$ cat config.mk
export PLATFORM = sky130hd
export DESIGN_NAME = icache_sdp_ram
export DESIGN_NICKNAME = d
export VERILOG_FILES = /design/src/verilog/icache_sdp_ram.sv
export SDC_FILE = /design/constraint.sdc
export NUM_CORES = 2
export LEC_CHECK = 0
export BUFFER_PORTS_ARGS = -buffer_cell sky130_fd_sc_hd__buf_2
export CORE_AREA = 2 2 398 400
export DETAILED_ROUTE_END_ITERATION = 7
export DIE_AREA = 0 0 400 402
export HOLD_SLACK_MARGIN = 0.15
export PLACE_DENSITY = 0.65
export SLEW_MARGIN = 20
export SYNTH_ARGS = -nofsm -noshare
export SYNTH_HDL_FRONTEND = slang
export SYNTH_SLANG_ARGS = --single-unit
$ cat constraint.sdc
create_clock -name clk -period 9.82 [get_ports clk]
set_input_delay 0.982 -clock clk [delete_from_list [all_inputs] [get_ports clk]]
set_output_delay 0.982 -clock clk [all_outputs]
set_load 0.02 [all_outputs]
$ cat src/verilog/icache_sdp_ram.sv
// simple dual-port ram

module icache_sdp_ram #(
  parameter int DEPTH = 64,
  parameter int WIDTH = 32
) (
  input  logic                     clk,
  input  logic                     we_i,
  input  logic [$clog2(DEPTH)-1:0] waddr_i,
  input  logic [WIDTH-1:0]         wdata_i,
  input  logic [$clog2(DEPTH)-1:0] raddr_i,
  output logic [WIDTH-1:0]         rdata_o
);

  logic [WIDTH-1:0] mem [DEPTH];

  // write port
  always_ff @(posedge clk) begin
    if (we_i) begin
      mem[waddr_i] <= wdata_i;
    end
  end

  // registered read, write-first on a collision
  // so a replay in the cycle of a fill sees the new line
  always_ff @(posedge clk) begin
    if (we_i && (waddr_i == raddr_i)) begin
      rdata_o <= wdata_i;
    end else begin
      rdata_o <= mem[raddr_i];
    end
  end

endmodule

==> results.cfg <==
[critical_path]
startpoint_type = flip-flop
crit_top_cell = mux4_2
cp_data_arrival_time_ns = 4.99
cp_slowest_stage_delay_ns = 0.95
slowest_stage = dfxtp_4
cp-end-kind = output port
required_ns = 8.84
path_cells = buf_12, buf_4, mux4_2, mux4_2, o22ai_1, nor2_1, buf_2
crit_type = flip-flop to output port
cp_max_fo = 94

[final_layout]
syn_to_final_growth_pct = 12.4
largest_reg_flops = 2048
regMostFlops = mem
final_core_util_pct = 55.8
drive_gt1_share_pct = 29.1
reg_top3 = mem (2048)
nets = 3533

[timing]
setup_viol = 0
setup_tns_ns = 0
holdWs_ns = 0.266
slew_headroom_pct = 25.9
hold_viol_final = 0
max_freq_mhz = 168
period_needed_ns = 5.97
drv_slew = 0
period_share_pct = 60.8
setup_slack_ns = 3.85
tightest_slew_ns = 1.11
rsz0062_at_grt = false

[floorplanning]
rows = 146
pin_count = 78
die_x_um = 400
core_um2 = 157000
die_h_um = 402
die_area_um2 = 161000
initial_core_util_pct = 49.6

[logic_synthesis]
ys_seq_elements = 2054
synthDistinctLibCells = 34
avgSynthCellArea_um2 = 23.6
yosys_warnings = 0
netlist_top_cells_area = edfxtp_1, mux4_2, mux2i_1
synth_top_family_by_area = multiplexers
synth-compound-area-share_pct = 1.68
netlist_instances = 3298
synth_fa_ha_area_share_pct = 0
synth_top_cell_by_area = edfxtp_1
syn_nets = 3344
synth-simple-area-share_pct = 1.27
synth_top_area_share_pct = 78.9
synth_seq_area_share_pct = 79.0
synthMuxAreaShare_pct = 16.9
syn_area_um2 = 78000
synth_xor_area_share_pct = 0

[grt]
grt_max_degree = 131
grtUsageTotal_pct = 23.7
grt_overflow = 0
grt_pass1_wl_um = 268000
antenna_found_initial = 8
grt_pass1_vias = 36534

[route]
via_per_inst = 6.32
ant_nets = 0
vias = 36191
first_pass_iters = 5
drtIter0Drc = 4767
drt_wl_total_um = 188000
drc = 0
routedWlPerCell_um = 32.8

[clock_network]
cts_hold_buf = 0
clock_sinks = 2054
cts_tree = done
clock_path_buffers = 3
numCtsBuffers = 196
clk_pin_slew_ns = 0.06
ctsRootBufferMaster = clkbuf_16
cts_resized = 0
cts_setup_buffers = 0
cts-htree-levels = 4

[power]
power_leakage_nw = 27.0
clkPwrFrac_pct = 40.7
p_switching_w = 0.00375
combinationalPowerShare_pct = 4.8
internal_power_w = 0.0141
ir_drop_uv = 199
p_sw_share_pct = 21.0
seq_power_share_pct = 54.5
powerDensity_nw_per_um2 = 204
power.total_w = 0.0179

[min_path]
hold_path_class = primary input to flip-flop

[run_status]
status = finished, final reports clean

[placed_design]
pre_cts_ws_ns = 4.65
gp_congestion = 0.767
hpwl_um = 97300
port_buffers = 77

[job]
drv_cap = 0
path summary, 6_finish.rpt:
check	start	end	slack, ns	cells past startpoint
worst max-delay path	flip-flop	rdata_o[31]	3.85	7
worst min-delay path	raddr_i[3]	flip-flop	0.27	1
synthesized netlist by cell type:
cell type	n
mux4_2	544
buf_1	21
mux2i_1	93
or2_2	1
nor2b_1	15
o22ai_1	84
a31oi_1	1
nand4_1	2
or3b_1	2
a21oi_1	62
buf_2	57
o32ai_1	4
and2_1	2
or2_1	1
or2_0	1
nand4b_1	1
nor2_1	137
dfxtp_1	6
nand2b_1	8
or3b_2	3
nand3b_1	5
buf_6	5
nor3_1	7
edfxtp_1	2048
nand3_1	5
and3_1	4
clkbuf_1	74
nand2_1	26
a41o_1	4
buf_4	25
a311oi_1	8
a22oi_1	12
o221ai_1	27
or3_1	3
stage by stage:
stage | cell area, um2 | std cells
3_3_place_gp | 81400 | 5359
4_1_cts | 87500 | 5724
2_1_floorplan | 78000 | 3298
5_1_grt | 87600 | 5726
6_report | 87700 | 5730
3_5_place_dp | 81400 | 5359
power by group through the flow:
stage	registers, W	clock network (W)	logic, W
after detailed placement	0.00993	0	0.000868
after CTS	0.00974	0.00740	0.000869
after global placement	0.00992	0	0.000856
after global routing	0.00974	0.00772	0.000916
final	0.00974	0.00728	0.000863
after floorplan	0.00990	0	0.000506
cells by family after synthesis:
group | count (synthesis)
AOI/OAI and AO/OA | 202
muxes | 637
buffers and inverters | 182
DFF | 2054
and+or+nand+nor | 223
worst max-delay path: cells and delay by family, from the launching register on:
| family | cells | cell delay, ns |
|---|---|---|
| simple gates | 1 | 0.10 |
| buf+inv | 3 | 1.50 |
| mux | 2 | 1.11 |
| compound gates | 1 | 0.19 |
| flops | 1 | 0.95 |
cells in the final DEF, fill, tap and decap left out, types with 8 or more instances in the layout:
master        n
a311oi_1      8
mux2i_1      93
nor2_1       74
clkbuf_1     39
buf_12       10
o221ai_1     27
clkbuf_16   199
nand2_1      25
a22oi_1      12
bufinv_16    15
edfxtp_1   2048
o22ai_1      84
mux4_2      544
nor2b_1      14
nor2_4       62
clkinv_2     42
a21oi_1      62
buf_4       108
clkinv_1     55
buf_2        55
layer usage:
metal | share of wire, % | global-route usage (%)
met2 | 47 | 36.1
met3 | 9.4 | 4.49
met1 | 41 | 35.7
met4 | 2.1 | 5.89
met5 | 0.0069 | 0
final cells by class:
class	count	area, um2
well taps	2072	2590
fillers	11453	69400
multi-input cells	1062	16000
flip-flops and latches	2054	61600
diodes	4	10.0
clock inverters	127	1030
clock buffers	238	5130
repair buffers	173	1290
Note: power is estimated with default switching activity, not from simulation.
