[config.mk]
export PLATFORM = sky130hd
export DESIGN_NAME = icache_tag_array
export DESIGN_NICKNAME = d
export VERILOG_FILES = /design/src/verilog/icache_pkg.sv /design/src/verilog/icache_sdp_ram.sv /design/src/verilog/icache_tag_array.sv
export VERILOG_INCLUDE_DIRS = /design/src /design/src/verilog
export SDC_FILE = /design/constraint.sdc
export NUM_CORES = 2
export LEC_CHECK = 0
export BUFFER_PORTS_ARGS = -buffer_cell sky130_fd_sc_hd__buf_2
export CAP_MARGIN = 30
export CORE_MARGIN = 2
export CORE_UTILIZATION = 55
export DETAILED_ROUTE_END_ITERATION = 16
export PLACE_DENSITY = 0.68
export SKIP_CTS_REPAIR_TIMING = 1
export SLEW_MARGIN = 30
export SYNTH_ARGS = -nofsm -noshare
export SYNTH_HDL_FRONTEND = slang
export SYNTH_HIERARCHICAL = 1
export SYNTH_SLANG_ARGS = --single-unit
export TNS_END_PERCENT = 5
[constraint.sdc]
create_clock -name clk -period 5.6 [get_ports clk]
set_clock_uncertainty 0.05 [all_clocks]
set_input_delay 1.12 -clock clk [delete_from_list [all_inputs] [get_ports clk]]
set_output_delay 1.12 -clock clk [all_outputs]
set_load 0.005 [all_outputs]
[src/verilog/icache_settings.svh]
// instruction cache size settings

`ifndef ICACHE_SETTINGS_SVH
`define ICACHE_SETTINGS_SVH

// fetch address width
`define ICACHE_ADDR_W 32

// one instruction per fetch
`define ICACHE_WORD_W 32

// associativity
`define ICACHE_WAY_NUM 2

// line geometry, 16 bytes per line
`define ICACHE_LINE_WORDS 4
`define ICACHE_OFS_W 4

// 64 sets
`define ICACHE_IDX_W 6

// whatever is left of the address above index and offset
`define ICACHE_TAG_W (`ICACHE_ADDR_W - `ICACHE_IDX_W - `ICACHE_OFS_W)

`endif

[src/verilog/icache_pkg.sv]
// instruction cache types

`include "icache_settings.svh"

package icache_pkg;

  // fetch request from the front end
  typedef struct packed {
    logic                      valid;
    logic [`ICACHE_ADDR_W-1:0] addr;
  } fetch_req_t;

  // fetch response, address echoed back
  typedef struct packed {
    logic                      valid;
    logic [`ICACHE_ADDR_W-1:0] addr;
    logic [`ICACHE_WORD_W-1:0] instr;
    logic                      misaligned;
  } fetch_rsp_t;

  // invalidate one way of one set by index
  typedef struct packed {
    logic                               valid;
    logic [`ICACHE_IDX_W-1:0]           idx;
    logic [$clog2(`ICACHE_WAY_NUM)-1:0] way;
  } inv_req_t;

  // read address channel, len is beats minus one
  typedef struct packed {
    logic                      valid;
    logic [`ICACHE_ADDR_W-1:0] addr;
    logic [7:0]                len;
  } ar_chan_t;

  // read data channel
  typedef struct packed {
    logic                      valid;
    logic                      last;
    logic [`ICACHE_WORD_W-1:0] data;
  } r_chan_t;

  // one cache line, word 0 in the low bits
  typedef logic [`ICACHE_LINE_WORDS-1:0][`ICACHE_WORD_W-1:0] line_t;

  typedef enum logic [1:0] {
    IDLE,
    MISS,
    REFILL
  } refill_state_e;

endpackage

[src/verilog/icache_sdp_ram.sv]
// simple dual-port ram

module icache_sdp_ram #(
  parameter int DEPTH = 64,
  parameter int WIDTH = 32
) (
  input  logic                     clk,
  input  logic                     we_i,
  input  logic [$clog2(DEPTH)-1:0] waddr_i,
  input  logic [WIDTH-1:0]         wdata_i,
  input  logic [$clog2(DEPTH)-1:0] raddr_i,
  output logic [WIDTH-1:0]         rdata_o
);

  logic [WIDTH-1:0] mem [DEPTH];

  // write port
  always_ff @(posedge clk) begin
    if (we_i) begin
      mem[waddr_i] <= wdata_i;
    end
  end

  // registered read, write-first on a collision
  // so a replay in the cycle of a fill sees the new line
  always_ff @(posedge clk) begin
    if (we_i && (waddr_i == raddr_i)) begin
      rdata_o <= wdata_i;
    end else begin
      rdata_o <= mem[raddr_i];
    end
  end

endmodule

[src/verilog/icache_tag_array.sv]
// icache tag and valid array

`include "icache_settings.svh"

module icache_tag_array
  import icache_pkg::*;
(
  input  logic                               clk,
  input  logic                               rst_n,
  input  logic [`ICACHE_IDX_W-1:0]           raddr_i,
  input  logic [`ICACHE_TAG_W-1:0]           lookup_tag_i,
  input  logic                               lookup_en_i,
  output logic                               hit_o,
  output logic [$clog2(`ICACHE_WAY_NUM)-1:0] hit_way_o,
  output logic [$clog2(`ICACHE_WAY_NUM)-1:0] victim_way_o,
  input  logic                               fill_i,
  input  logic [`ICACHE_IDX_W-1:0]           fill_idx_i,
  input  inv_req_t                           inv_i
);

  localparam int WAY_W = $clog2(`ICACHE_WAY_NUM);
  localparam int SETS  = 1 << `ICACHE_IDX_W;

  // index that the ram output belongs to
  logic [`ICACHE_IDX_W-1:0] idx_q;

  logic [SETS-1:0][`ICACHE_WAY_NUM-1:0] valid_q;
  logic [SETS-1:0][WAY_W-1:0]           lru_q;

  logic [`ICACHE_WAY_NUM-1:0] tag_we;
  logic [`ICACHE_TAG_W-1:0]   tag_rdata [`ICACHE_WAY_NUM];
  logic [`ICACHE_WAY_NUM-1:0] match;

  // ============================================================
  // tag storage
  // ============================================================
  for (genvar w = 0; w < `ICACHE_WAY_NUM; w++) begin : g_tag_way
    assign tag_we[w] = fill_i & (victim_way_o == WAY_W'(w));

    icache_sdp_ram #(
      .DEPTH (SETS),
      .WIDTH (`ICACHE_TAG_W)
    ) u_tag_ram (
      .clk     (clk),
      .we_i    (tag_we[w]),
      .waddr_i (fill_idx_i),
      .wdata_i (lookup_tag_i),
      .raddr_i (raddr_i),
      .rdata_o (tag_rdata[w])
    );
  end

  always_ff @(posedge clk) begin
    idx_q <= raddr_i;
  end

  // ============================================================
  // hit detection
  // ============================================================
  always_comb begin
    match     = '0;
    hit_way_o = '0;
    for (int w = 0; w < `ICACHE_WAY_NUM; w++) begin
      match[w] = lookup_en_i & valid_q[idx_q][w] & (tag_rdata[w] == lookup_tag_i);
      if (match[w]) begin
        hit_way_o = WAY_W'(w);
      end
    end
  end

  assign hit_o = |match;

  // lru bit names the way to replace next
  assign victim_way_o = lru_q[idx_q];

  always_ff @(posedge clk or negedge rst_n) begin
    if (!rst_n) begin
      valid_q <= '0;
      lru_q   <= '0;
    end else begin
      if (fill_i) begin
        valid_q[fill_idx_i][victim_way_o] <= 1'b1;
      end
      if (inv_i.valid) begin
        valid_q[inv_i.idx][inv_i.way] <= 1'b0;
      end
      // steer away from the way just used
      if (hit_o && (lru_q[idx_q] == hit_way_o)) begin
        lru_q[idx_q] <= ~lru_q[idx_q];
      end
    end
  end

  // a refill and an invalidate can't share stage 1
  a_fill_inv_excl: assert property (@(posedge clk) disable iff (!rst_n)
    !(fill_i && inv_i.valid));

endmodule

==> qor.txt <==
Final worst setup slack = -0.5602 ns
Initial Utilization = 0.5532
RSZ-0062 raised after global routing = yes
Core area = 0.2146 mm²
Largest delay share family, worst path = simple AND/OR/NAND/NOR gates
Worst Max-Slew Pin Slew = 1.072 ns
Setup crit end kind = output port
Vias in the first global route = 61,095
Fillers = 14,102
Die height = 468.6 µm
Fmax = 0.1623 GHz
#FFs+latches synth = 3,026
Grt total ovfl = 0
Post-layout min period = 6.160 ns
Syn Inst Count = 5,777
Final period utilization = 1.100
Synth top area cells = edfxtp_1 71%, mux4_2 14%, dfrtp_1 4.0%
Max-slew violations = 0
Initial antenna violation count = 13
Highest-count cells in the layout ignoring fill and taps = 2,816 x edfxtp_1, 721 x mux4_2, 388 x buf_4
Vias per cell = 6.705
H-tree levels = 5
IO buf count = 48
Yosys top cell area share = 0.7122
Arr. time, crit path = 4.99 ns
Placer Congestion = 0.9046
Pre-CTS setup slack = -0.2173 ns
Number of synthesized flops with an enable pin = 2,816
Average wire per standard cell = 33.14 µm
Post-layout nets = 6,259
DIE AREA = 0.2196 mm²
CP required = 4.43 ns
Vias post-DR = 62,267
First-pass GRT wire length = 439.2 mm
Post-detailed-placement half-perimeter wirelength = 184.8 mm
Relative slew slack = 0.2830
Type of origin of the critical path = flop
Max Cap Viol = 0
Final hold violations = 0
Syn_area_per_cell = 20.55 µm²
Fraction of layout cells with a size suffix above 1 = 0.2983
Post-Syn Nets = 5,823
Initial DRC Count = 9,051
CTS Buf Count = 315
Clock buffer depth = 4
Failing checks = negative setup slack
Power Total = 48,330 µW
Hold Crit Class = input pin to async pin
Clock Sinks = 3,026
CTS root buffer = clkbuf_16
Yosys synthesis warning count = 6
Slowest Stage Delay on Critical Path = 0.69 ns
DRC violations left = 0
CTS clk-pin slew, worst paths = 0.06 ns
Final setup viols = 2
Worst Path Buf+Inv = 6
Area Growth Syn to Fin = 14.47%
Die Width = 468.6 µm
Critical path class = flop to output port
Worst Path Max Fanout = 14
Pleak = 0.04408 µW
Crit-path cells = buf_4 -> buf_12 -> buf_16 -> mux4_2 -> o22ai_1 -> o21ai_0 -> o221ai_2 -> o21ai_1 -> xor2_1 -> or4b_2 -> nor3_4 -> buf_6 -> o31ai_4 -> inv_2 -> a31o_2 -> buf_2
Clock Latency Late Sink = 0.95 ns
Final WL = 307.8 mm
CTS tree = yes
Row count = 170
FFs w/ async S/R, synth = 0.06345
Area leader, netlist = edfxtp_1
Synth Cell Area = 0.1187 mm²
Worst vdd ir = 0.0003412 V
Synth cell types = 70
Worst R2R Setup Slack = 0.51 ns
CP max-delay cell = or4b_2
Post-DRT Antenna Nets = 0
Status = finished, violations left
PD cells = 355.6 mW/mm²
Drt first pass iters = 11
Dominant synthesized flop cell = edfxtp_1
Register area share after synthesis = 0.7557
Overall Global Routing Usage = 0.2804
Commonest non-fill, non-tap cell in the layout = edfxtp_1
Largest net degree at the start of global routing = 129
# IOs = 49
power by group:
| group | internal [µW] | switching (µW) | total (µW) |
|---|---|---|---|
| logic | 1050 | 1820 | 2870 |
| clock network | 12100 | 8350 | 20400 |
| registers | 24900 | 133 | 25000 |
metrics by stage:
stage / TNS (ns) / area, µm² / cells / util / hold WS [ns]
after floorplan: 0 / 118700 / 5777 / - / 0.4096
after global placement: -1.071 / 124800 / 8694 / 0.5817 / 0.4258
after detailed placement: -0.3452 / 124900 / 8696 / 0.5821 / 0.4334
after CTS: -2.437 / 134900 / 9239 / 0.6286 / 0.08113
after global routing: -1.159 / 135900 / 9278 / 0.6331 / 0.1327
final: -1.032 / 135900 / 9287 / 0.6332 / 0.1068
cell usage after synthesis, types with 19 or more instances:
cell,count
o31ai_1,26
o22ai_1,21
mux2i_1,166
o221ai_1,26
mux4_2,721
o21ai_0,53
a31oi_1,160
a21oi_1,220
nand2b_1,20
a211oi_1,26
xnor2_1,22
dfrtp_1,192
nand3_1,63
nand4_1,21
mux2_2,40
a22o_1,48
nor3_1,58
nor2b_1,37
xor2_1,22
buf_2,110
nor2_1,198
and2_1,19
edfxtp_1,2816
a22oi_1,103
clkbuf_1,169
a221oi_1,44
nand3b_1,24
buf_4,68
buf_1,26
o41ai_1,26
nand2_1,69
path summary, 6_finish.rpt:
path                            startpoint                                end  cells after the start
worst min register to register    lru_q[0]                           lru_q[0]                      2
max in group asynchronous            rst_n                        valid_q[69]                      2
worst max-delay path                  flop                              hit_o                     16
worst max register to register    idx_q[1]  g_tag_way[0].u_tag_ram/mem[20][4]                     10
min in group clk                raddr_i[5]                               flop                      1
worst min-delay path                 rst_n                           lru_q[1]                      1
layout make-up:
| cell class | count | area [µm²] | share of cell area |
|---|---|---|---|
| clock buffer | 379 | 8353 | 0.06146 |
| clock inverter | 164 | 1632 | 0.01201 |
| inverter | 10 | 37.54 | 0.0002762 |
| timing repair buffer | 503 | 4727 | 0.03478 |
| antenna | 10 | 25.02 | 0.0001841 |
| sequential | 3026 | 89760 | 0.6605 |
| multi-input combinational | 2357 | 27820 | 0.2047 |
| tap | 2838 | 3551 | 0.02613 |
kinds of logic after synthesis:
family,synth area share
XOR/XNOR,0.003246
AO/OA/AOI/OAI,0.04529
flip-flops,0.7557
AND/OR/NAND/NOR,0.02462
buffers and inverters,0.01636
multiplexers,0.1547
sequential cells by signal (all words and copies together) (netlist names), named ones only:
signal                   cells
valid_q                    128
lru_q                       64
idx_q                        6
g_tag_way.u_tag_ram/mem   2816
per-layer routing:
metal  track usage  wire (µm)  share of wire
met5             0        224        0.00073
met4       0.09890      12120          0.039
met3       0.05707      30880           0.10
met2        0.4442     148100           0.48
met1        0.3927     116400           0.38
(Power assumes the default switching activity.)
