`config.mk`:
```
export PLATFORM = sky130hd
export DESIGN_NAME = icache_refill_fsm
export DESIGN_NICKNAME = d
export VERILOG_FILES = /design/src/verilog/icache_pkg.sv /design/src/verilog/icache_refill_fsm.sv
export VERILOG_INCLUDE_DIRS = /design/src /design/src/verilog
export SDC_FILE = /design/constraint.sdc
export NUM_CORES = 1
export LEC_CHECK = 0
export ABC_AREA = 1
export BUFFER_PORTS_ARGS = -buffer_cell sky130_fd_sc_hd__buf_2
export CAP_MARGIN = 25
export CORE_ASPECT_RATIO = 0.7
export CORE_MARGIN = 2
export CORE_UTILIZATION = 40
export DETAILED_ROUTE_END_ITERATION = 8
export HOLD_SLACK_MARGIN = 0.05
export PLACE_DENSITY = 0.83
export SLEW_MARGIN = 20
export SYNTH_ARGS = -nofsm -noshare
export SYNTH_HDL_FRONTEND = slang
export SYNTH_SLANG_ARGS = --single-unit
```
`constraint.sdc`:
```
create_clock -name clk -period 3.1 [get_ports clk]
set_clock_uncertainty 0.05 [all_clocks]
set_input_delay 0.62 -clock clk [delete_from_list [all_inputs] [get_ports clk]]
set_output_delay 0.62 -clock clk [all_outputs]
set_load 0.005 [all_outputs]
```
`src/verilog/icache_settings.svh`:
```
// instruction cache size settings

`ifndef ICACHE_SETTINGS_SVH
`define ICACHE_SETTINGS_SVH

// fetch address width
`define ICACHE_ADDR_W 32

// one instruction per fetch
`define ICACHE_WORD_W 32

// associativity
`define ICACHE_WAY_NUM 2

// line geometry, 16 bytes per line
`define ICACHE_LINE_WORDS 4
`define ICACHE_OFS_W 4

// 64 sets
`define ICACHE_IDX_W 6

// whatever is left of the address above index and offset
`define ICACHE_TAG_W (`ICACHE_ADDR_W - `ICACHE_IDX_W - `ICACHE_OFS_W)

`endif

```
`src/verilog/icache_pkg.sv`:
```
// instruction cache types

`include "icache_settings.svh"

package icache_pkg;

  // fetch request from the front end
  typedef struct packed {
    logic                      valid;
    logic [`ICACHE_ADDR_W-1:0] addr;
  } fetch_req_t;

  // fetch response, address echoed back
  typedef struct packed {
    logic                      valid;
    logic [`ICACHE_ADDR_W-1:0] addr;
    logic [`ICACHE_WORD_W-1:0] instr;
    logic                      misaligned;
  } fetch_rsp_t;

  // invalidate one way of one set by index
  typedef struct packed {
    logic                               valid;
    logic [`ICACHE_IDX_W-1:0]           idx;
    logic [$clog2(`ICACHE_WAY_NUM)-1:0] way;
  } inv_req_t;

  // read address channel, len is beats minus one
  typedef struct packed {
    logic                      valid;
    logic [`ICACHE_ADDR_W-1:0] addr;
    logic [7:0]                len;
  } ar_chan_t;

  // read data channel
  typedef struct packed {
    logic                      valid;
    logic                      last;
    logic [`ICACHE_WORD_W-1:0] data;
  } r_chan_t;

  // one cache line, word 0 in the low bits
  typedef logic [`ICACHE_LINE_WORDS-1:0][`ICACHE_WORD_W-1:0] line_t;

  typedef enum logic [1:0] {
    IDLE,
    MISS,
    REFILL
  } refill_state_e;

endpackage

```
`src/verilog/icache_refill_fsm.sv`:
```
// icache refill state machine

`include "icache_settings.svh"

module icache_refill_fsm
  import icache_pkg::*;
(
  input  logic                      clk,
  input  logic                      rst_n,
  input  logic                      miss_i,
  input  logic [`ICACHE_ADDR_W-1:0] miss_addr_i,
  output ar_chan_t                  ar_o,
  input  logic                      ar_ready_i,
  input  r_chan_t                   r_i,
  output logic                      r_ready_o,
  output line_t                     line_o,
  output logic                      line_done_o
);

  localparam int CNT_W = $clog2(`ICACHE_LINE_WORDS);

  refill_state_e state_q;

  logic [`ICACHE_ADDR_W-1:0] line_addr_q;
  logic [CNT_W-1:0]          beat_cnt_q;
  logic                      beat_fire;

  // the last word bypasses the buffer
  logic [`ICACHE_LINE_WORDS-2:0][`ICACHE_WORD_W-1:0] beat_buf_q;

  assign beat_fire = (state_q == REFILL) & r_i.valid;

  // ============================================================
  // state register
  // ============================================================
  always_ff @(posedge clk or negedge rst_n) begin
    if (!rst_n) begin
      state_q    <= IDLE;
      beat_cnt_q <= '0;
    end else begin
      case (state_q)
        IDLE: begin
          beat_cnt_q <= '0;
          if (miss_i) begin
            state_q <= MISS;
          end
        end
        MISS: begin
          if (ar_ready_i) begin
            state_q <= REFILL;
          end
        end
        REFILL: begin
          if (r_i.valid) begin
            beat_cnt_q <= beat_cnt_q + CNT_W'(1);
            if (r_i.last) begin
              state_q <= IDLE;
            end
          end
        end
        default: state_q <= IDLE;
      endcase
    end
  end

  // line-aligned burst address
  always_ff @(posedge clk) begin
    if ((state_q == IDLE) && miss_i) begin
      line_addr_q <= {miss_addr_i[`ICACHE_ADDR_W-1:`ICACHE_OFS_W], {`ICACHE_OFS_W{1'b0}}};
    end
  end

  // beats arrive in word order
  always_ff @(posedge clk) begin
    if (beat_fire && !r_i.last) begin
      beat_buf_q[beat_cnt_q] <= r_i.data;
    end
  end

  // ============================================================
  // bus and line outputs
  // ============================================================
  always_comb begin
    ar_o.valid = (state_q == MISS);
    ar_o.addr  = line_addr_q;
    ar_o.len   = 8'(`ICACHE_LINE_WORDS - 1);
  end

  assign r_ready_o   = (state_q == REFILL);
  assign line_o      = {r_i.data, beat_buf_q};
  assign line_done_o = beat_fire & r_i.last;

  a_ar_hold: assert property (@(posedge clk) disable iff (!rst_n)
    ar_o.valid && !ar_ready_i |=> ar_o.valid && $stable(ar_o.addr) && $stable(ar_o.len));

  a_r_in_refill: assert property (@(posedge clk) disable iff (!rst_n)
    r_i.valid |-> state_q == REFILL);

endmodule

```
==> out/metrics.cfg, run 1 <==
[clock_network]
root_buffer = clkbuf_16
clock_sinks = 128
cts_tree = done
cts_buffers = 17
clockBufferDepth = 2
ctsResizeCount = 0
cts_setup_buffers = 0
clock_latency_ns = 0.39
clkTransAtPathRegs_ns = 0.06
holdBufCountCts = 1
cts_htree_levels = 4

[routing]
ant_nets = 0
totalWireLength_um = 9310
dr_total_vias = 2521
first_pass_iters = 4
drc = 0
via_per_inst = 4.43
wl_per_cell_um = 16.4
drt_iter0_drc = 95

[synthesis]
yosys-top-cells-area = edfxtp_1 86%, buf_4 7.6%, dfrtp_1 2.3%
syn_area_per_cell_um2 = 21.0
synth_top_area_cell = edfxtp_1
synth_ff_type = edfxtp_1
synth.most_common_cell = edfxtp_1
synth_cells = 207
seq_area_frac_synth_pct = 88.1
synth_top_area_share_pct = 85.8
yosysWarnings = 0
syn_area_um2 = 4340
ys_seq_elements = 128
synth_edf_count = 124
yosys-top-cells-count = 124 x edfxtp_1, 44 x buf_4, 8 x nand2_1
ys_types = 15
synthArstFlopShare_pct = 3.13

[final_layout]
drive_above_1_share_pct = 61.8
final_design_area_no_fill_um2 = 6000
num-fill-cells = 794
regArea_um2 = 3820
final_util_pct = 57.5
diodes = 0
multi_input_area_um2 = 206
area_delta_synth_final_pct = 38.3
fin_nets = 497

[sta]
setup_violations = 0
rsz0062_at_grt = no
min_period_ns = 1.88
setup_tns_ns = 0
maxSlewViolCount = 0
max_freq_mhz = 532
period_share_pct = 60.6
finalHoldViolCount = 0
setup_ws_ns = 1.22

[floorplan]
start_util_pct = 41.6
die_h_um = 91.1
core_area_um2 = 10400
die_w_um = 128
placementRows = 31
dieArea_um2 = 11700
ioPinCount = 241

[critical_path]
regToRegStartpoint = beat_cnt_q[0]$_DFFE_PN0P_
end_kind = primary output
critPathLaunch = state_q[1]$_DFFE_PN0P_
crit_type = flip-flop to primary output
required_ns = 2.43
critPathLaunchType = flip-flop
rrSetupSlack_ns = 1.51
path_max_fanout = 3
arrival_ns = 1.21

[worst_hold_path]
worstHoldPathType = primary input to flip-flop
hp-start = miss_addr_i[6]

[global_route]
grt_max_degree = 29
grt_pass1_vias = 2410
antenna_found_initial = 0
track_usage_pct = 15.7
grt_overflow = 0
grt_pass1_wl_um = 13400

[power_and_ir_drop]
p_leak_nw = 2.52
fin_total_pwr_mw = 4.46
p_int_mw = 3.42
pwr-share-comb_pct = 9.2
p_per_area_nw_per_um2 = 743
seqPwrFrac_pct = 47.5
swShare_pct = 23.2
p_clk_share_pct = 43.3
p_switching_mw = 1.03
irDropWorstVdd_v = 0.000456

[run_status]
status = complete, no violations

[placed_design]
postPlaceCellArea_um2 = 5400
dp_hpwl_um = 6720
place_ws_ns = 1.31
portBuffers = 224
place.gp.congestion = 0.711

[run]
max-cap-violations = 0

per-stage QoR:
stage / std cells / hold slack (ns)
finish: 569 / 0.346
global route: 569 / 0.320
CTS: 569 / 0.327
detailed placement: 536 / 0.386
global placement: 536 / 0.377
floorplan: 217 / 0.274
registers in the layout (all words and copies together), names as in the netlist:
signal	flops
state_q	2
line_addr_q	28
line_o	96
beat_cnt_q	2
layer usage:
layer  track usage [%]  share of wire (%)  wire length (µm)  up-vias
met1              18.3                 41              3820     1250
met4              5.59               0.95                88        0
met3              5.36                6.1               566        6
met5                 0                  0                 0        -
met2              27.0                 52              4830      121
li1                  -                  -                 -     1144
worst max-delay path, cell delays in order, from the launching register on:
cell and delay [ns]:
dfrtp_1 0.42, inv_2 0.08, nor3_1 0.18, buf_2 0.14
placed cells by master (no fill, tap or decap), drive strengths merged:
master | Yosys | routed
buf | 44 | 231
inv | 9 | 13
nand2 | 8 | 8
clkbuf | 0 | 18
o21ai | 1 | 1
dlygate4sd3 | 0 | 1
edfxtp | 124 | 124
ha | 3 | 3
clkinvlp | 0 | 2
nor3 | 4 | 4
clkinv | 0 | 6
nor2 | 3 | 3
conb | 2 | 12
bufinv | 0 | 2
dfrtp | 4 | 4
nand3 | 5 | 5
final cells by class:
cell class                 count  share of cell area [%]
clock buffer                  18                    7.15
clock inverter                14                    2.63
inverter                       9                   0.563
multi-input combinational     36                    3.44
sequential                   128                    63.7
tap                          132                    2.75
timing repair buffer         232                    19.7
final timing paths:
check | to | cells past startpoint
max | line_done_o | 3
min | line_addr_q[6]$_DFFE_PP_ | 1
max reg2reg | line_o[75]$_DFFE_PP_ | 5
min reg2reg | beat_cnt_q[0]$_DFFE_PN0P_ | 2
max in group asynchronous | beat_cnt_q[0]$_DFFE_PN0P_ | 2
min in group asynchronous | state_q[1]$_DFFE_PN0P_ | 2
power by group through the flow:
stage,clock [mW],combinational [mW],sequential (mW)
after floorplan,0,0.175,2.17
after global placement,0,0.393,2.14
after detailed placement,0,0.414,2.15
after CTS,1.97,0.417,2.12
after global routing,2.04,0.452,2.13
final,1.93,0.409,2.12
kinds of logic (layout without fill, tap and decap cells):
family          Yosys count  in the layout  share of synthesized area [%]
flops                   128            128                           88.1
buf+inv                  53            273                           8.39
simple gates             20             20                           2.34
fa+ha+maj                 3              3                          0.865
other cells               2             12                          0.173
compound gates            1              1                          0.115
(Power assumes the default switching activity.)
==> run 2: changes to the inputs <==
==> constraint.sdc (replaced) <==
create_clock -name clk -period 1.6 [get_ports clk]
set_clock_uncertainty 0.05 [all_clocks]
set_input_delay 0.32 -clock clk [delete_from_list [all_inputs] [get_ports clk]]
set_output_delay 0.32 -clock clk [all_outputs]
set_load 0.005 [all_outputs]
==> run 2 against run 1 <==
Non-clock buffer count increased by 32. Clock power increased by 98%. Critical path depth increased by 3. Critical path type is now flip-flop to flip-flop. Critical endpoint is now line_o[10]$_DFFE_PP_. Largest cell class unchanged.
==> out/metrics.cfg, run 2 (synthesis gave the netlist of run 1 again) <==
[clock_network]
clockBufferDepth = 2  ; unchanged
root_buffer = clkbuf_16  ; unchanged
cts_tree = done  ; unchanged
cts_buffers = 17  ; unchanged
cts_htree_levels = 4  ; unchanged
clock_latency_ns = 0.40  ; was 0.39 ns
clkTransAtPathRegs_ns = 0.06  ; about the same
clock_sinks = 128  ; unchanged

[final_layout]
final_cell_mix = 224 x buf_2, 124 x edfxtp_1, 28 x dlygate4sd3_1  ; was 224 x buf_2, 124 x edfxtp_1, 17 x clkbuf_16
final_design_area_no_fill_um2 = 6470  ; was 6000 µm²
fin_nets = 529  ; was 497
drive_above_1_share_pct = 59.7  ; was 61.8%
area_delta_synth_final_pct = 49.2  ; was 38.3%
diodes = 0  ; unchanged
largest_register_ffs = 96  ; unchanged
final_common_cell = buf_2  ; unchanged

[critical_path]
end_kind = flip-flop  ; was primary output
regToRegStartpoint = beat_cnt_q[0]$_DFFE_PN0P_  ; unchanged
cp_cell_sequence = inv_2 -> ha_2 -> inv_2 -> nor3_4 -> buf_12 -> clkbuf_16  ; was inv_2 -> nor3_1 -> buf_2
rrSetupSlack_ns = 0.03  ; was 1.51 ns
crit_path_frequent_cell = inv_2
required_ns = 1.66  ; was 2.43 ns
reg2reg_depth = 6  ; was 5
reg2reg_to = line_o[10]$_DFFE_PP_  ; was line_o[75]$_DFFE_PP_
critPathLaunch = beat_cnt_q[0]$_DFFE_PN0P_  ; was state_q[1]$_DFFE_PN0P_
arrival_ns = 1.63  ; was 1.21 ns
critPathLaunchType = flip-flop  ; unchanged
crit_type = flip-flop to flip-flop  ; was flip-flop to primary output
path_max_fanout = 8  ; was 3
max_stage_delay_ns = 0.41  ; was 0.42 ns
slowest_stage = dfrtp_1  ; unchanged

[routing]
dr_total_vias = 2627  ; was 2521
via_per_inst = 4.37  ; was 4.43
ant_nets = 0  ; unchanged
wl_per_cell_um = 16.4  ; about the same
first_pass_iters = 4  ; unchanged
totalWireLength_um = 9870  ; was 9310 µm
drt_iter0_drc = 101  ; was 95
drc = 0  ; unchanged

[sta]
max_freq_mhz = 637
period_share_pct = 98.1
rsz0062_at_grt = yes  ; was no
maxSlewViolCount = 0  ; unchanged
holdWs_ns = 0.0672  ; was 0.346 ns
setup_violations = 0  ; unchanged
min_period_ns = 1.57
setup_ws_ns = 0.0303  ; was 1.22 ns
finalHoldViolCount = 0  ; unchanged

[run]
max-cap-violations = 0  ; unchanged

[global_route]
grt_pass1_vias = 2662  ; was 2410
grt_max_degree = 30  ; was 29
antenna_found_initial = 0  ; unchanged
track_usage_pct = 16.6  ; was 15.7%
grt_pass1_wl_um = 14300  ; was 13400 µm
grt_overflow = 0  ; unchanged

[placed_design]
dp_hpwl_um = 6550  ; was 6720 µm
portBuffers = 224  ; unchanged
postPlaceCellArea_um2 = 5500  ; was 5400 µm²
place.gp.congestion = 0.741  ; was 0.711
place_ws_ns = 0.0774  ; was 1.31 ns

[floorplan]
placementRows = 31  ; unchanged
start_util_pct = 41.6  ; unchanged
core_area_um2 = 10400  ; unchanged
die_h_um = 91.1  ; unchanged
ioPinCount = 241  ; unchanged
dieArea_um2 = 11700  ; unchanged
die_w_um = 128  ; unchanged

[worst_hold_path]
worstHoldPathType = primary input to flip-flop  ; unchanged
hold_depth = 1  ; unchanged
hp-start = miss_addr_i[5]  ; was miss_addr_i[6]
holdPathEnd = line_addr_q[5]$_DFFE_PP_  ; was line_addr_q[6]$_DFFE_PP_

[power_and_ir_drop]
p_leak_nw = 2.71  ; was 2.52 nW
irDropWorstVdd_v = 0.000924  ; was 0.000456 V
p_per_area_nw_per_um2 = 1390  ; was 743 nW/µm²

[run_status]
status = complete, no violations  ; unchanged

==> run 2: cell types whose count changed in the layout (fill, tap and decap cells not counted), sizes merged <==
cell / change
dlygate4sd3: +27
buf: +3
inv: -3
clkinv: +2
bufinv: +1
clkbuf: +1
clkinvlp: +1
==> run 2: report_power, final <==
part	switching (mW)	total [mW]	internal, mW
sequential	0.102	4.11	4.01
combinational	0.573	1.05	0.473
clock	1.39	3.83	2.44
total	2.06	8.98	6.92
==> run 2: stage by stage <==
step / utilization, % / total power, mW / instances / setup TNS (ns)
after floorplan: - / 4.60 / 217 / -31.40
after global placement: 52.7 / 5.01 / 536 / 0
after detailed placement: 52.7 / 5.06 / 536 / 0
after CTS: 61.1 / 8.96 / 597 / 0
after global routing: 62.0 / 9.30 / 601 / -0.422
final: 62.0 / 8.98 / 601 / 0
==> run 2: worst max path at each step <==
stage,to,slack (ns),cells after the start
floorplan,line_o[32]$_DFFE_PP_,-0.33,3
global placement,line_o[92]$_DFFE_PP_,0.11,5
detailed placement,line_o[9]$_DFFE_PP_,0.08,5
CTS,line_done_o,0.05,3
global route,line_o[10]$_DFFE_PP_,-0.02,6
finish,line_o[10]$_DFFE_PP_,0.03,6
==> run 2: repair_timing <==
item | 4_1_cts | 5_1_grt
endpoints found under the hold margin | 31 | 0
gates resized for setup | 0 | 5
setup buffers | 1 | 2
setup endpoints to repair | 1 | 7
hold buffers | 28 | 0
pin swaps | 0 | 1
cloned | 0 | 2
==> run 2: area by class of cell <==
cell class              count  area (µm²)
clock buffers              17         425
clock inverters            15         169
fillers                   756        3960
inverters                   9        33.8
multi-input cells          36         250
flip-flops and latches    128        3820
well taps                 132         165
repair buffers            264        1610
==> run 2: worst max-delay path: cells and delay by family, from the launching register on <==
family                     cells  cell delay (ns)
adders and majority gates      1             0.18
buffers and inverters          4             0.44
DFF                            1             0.41
and+or+nand+nor                1             0.19
==> run 2: metal layers <==
layer	vias up	GRT usage, %	wire, µm
met5	-	0	0
met4	0	7.42	192
met3	19	5.24	587
met2	122	28.9	5120
met1	1273	18.5	3970
li1	1213	-	-
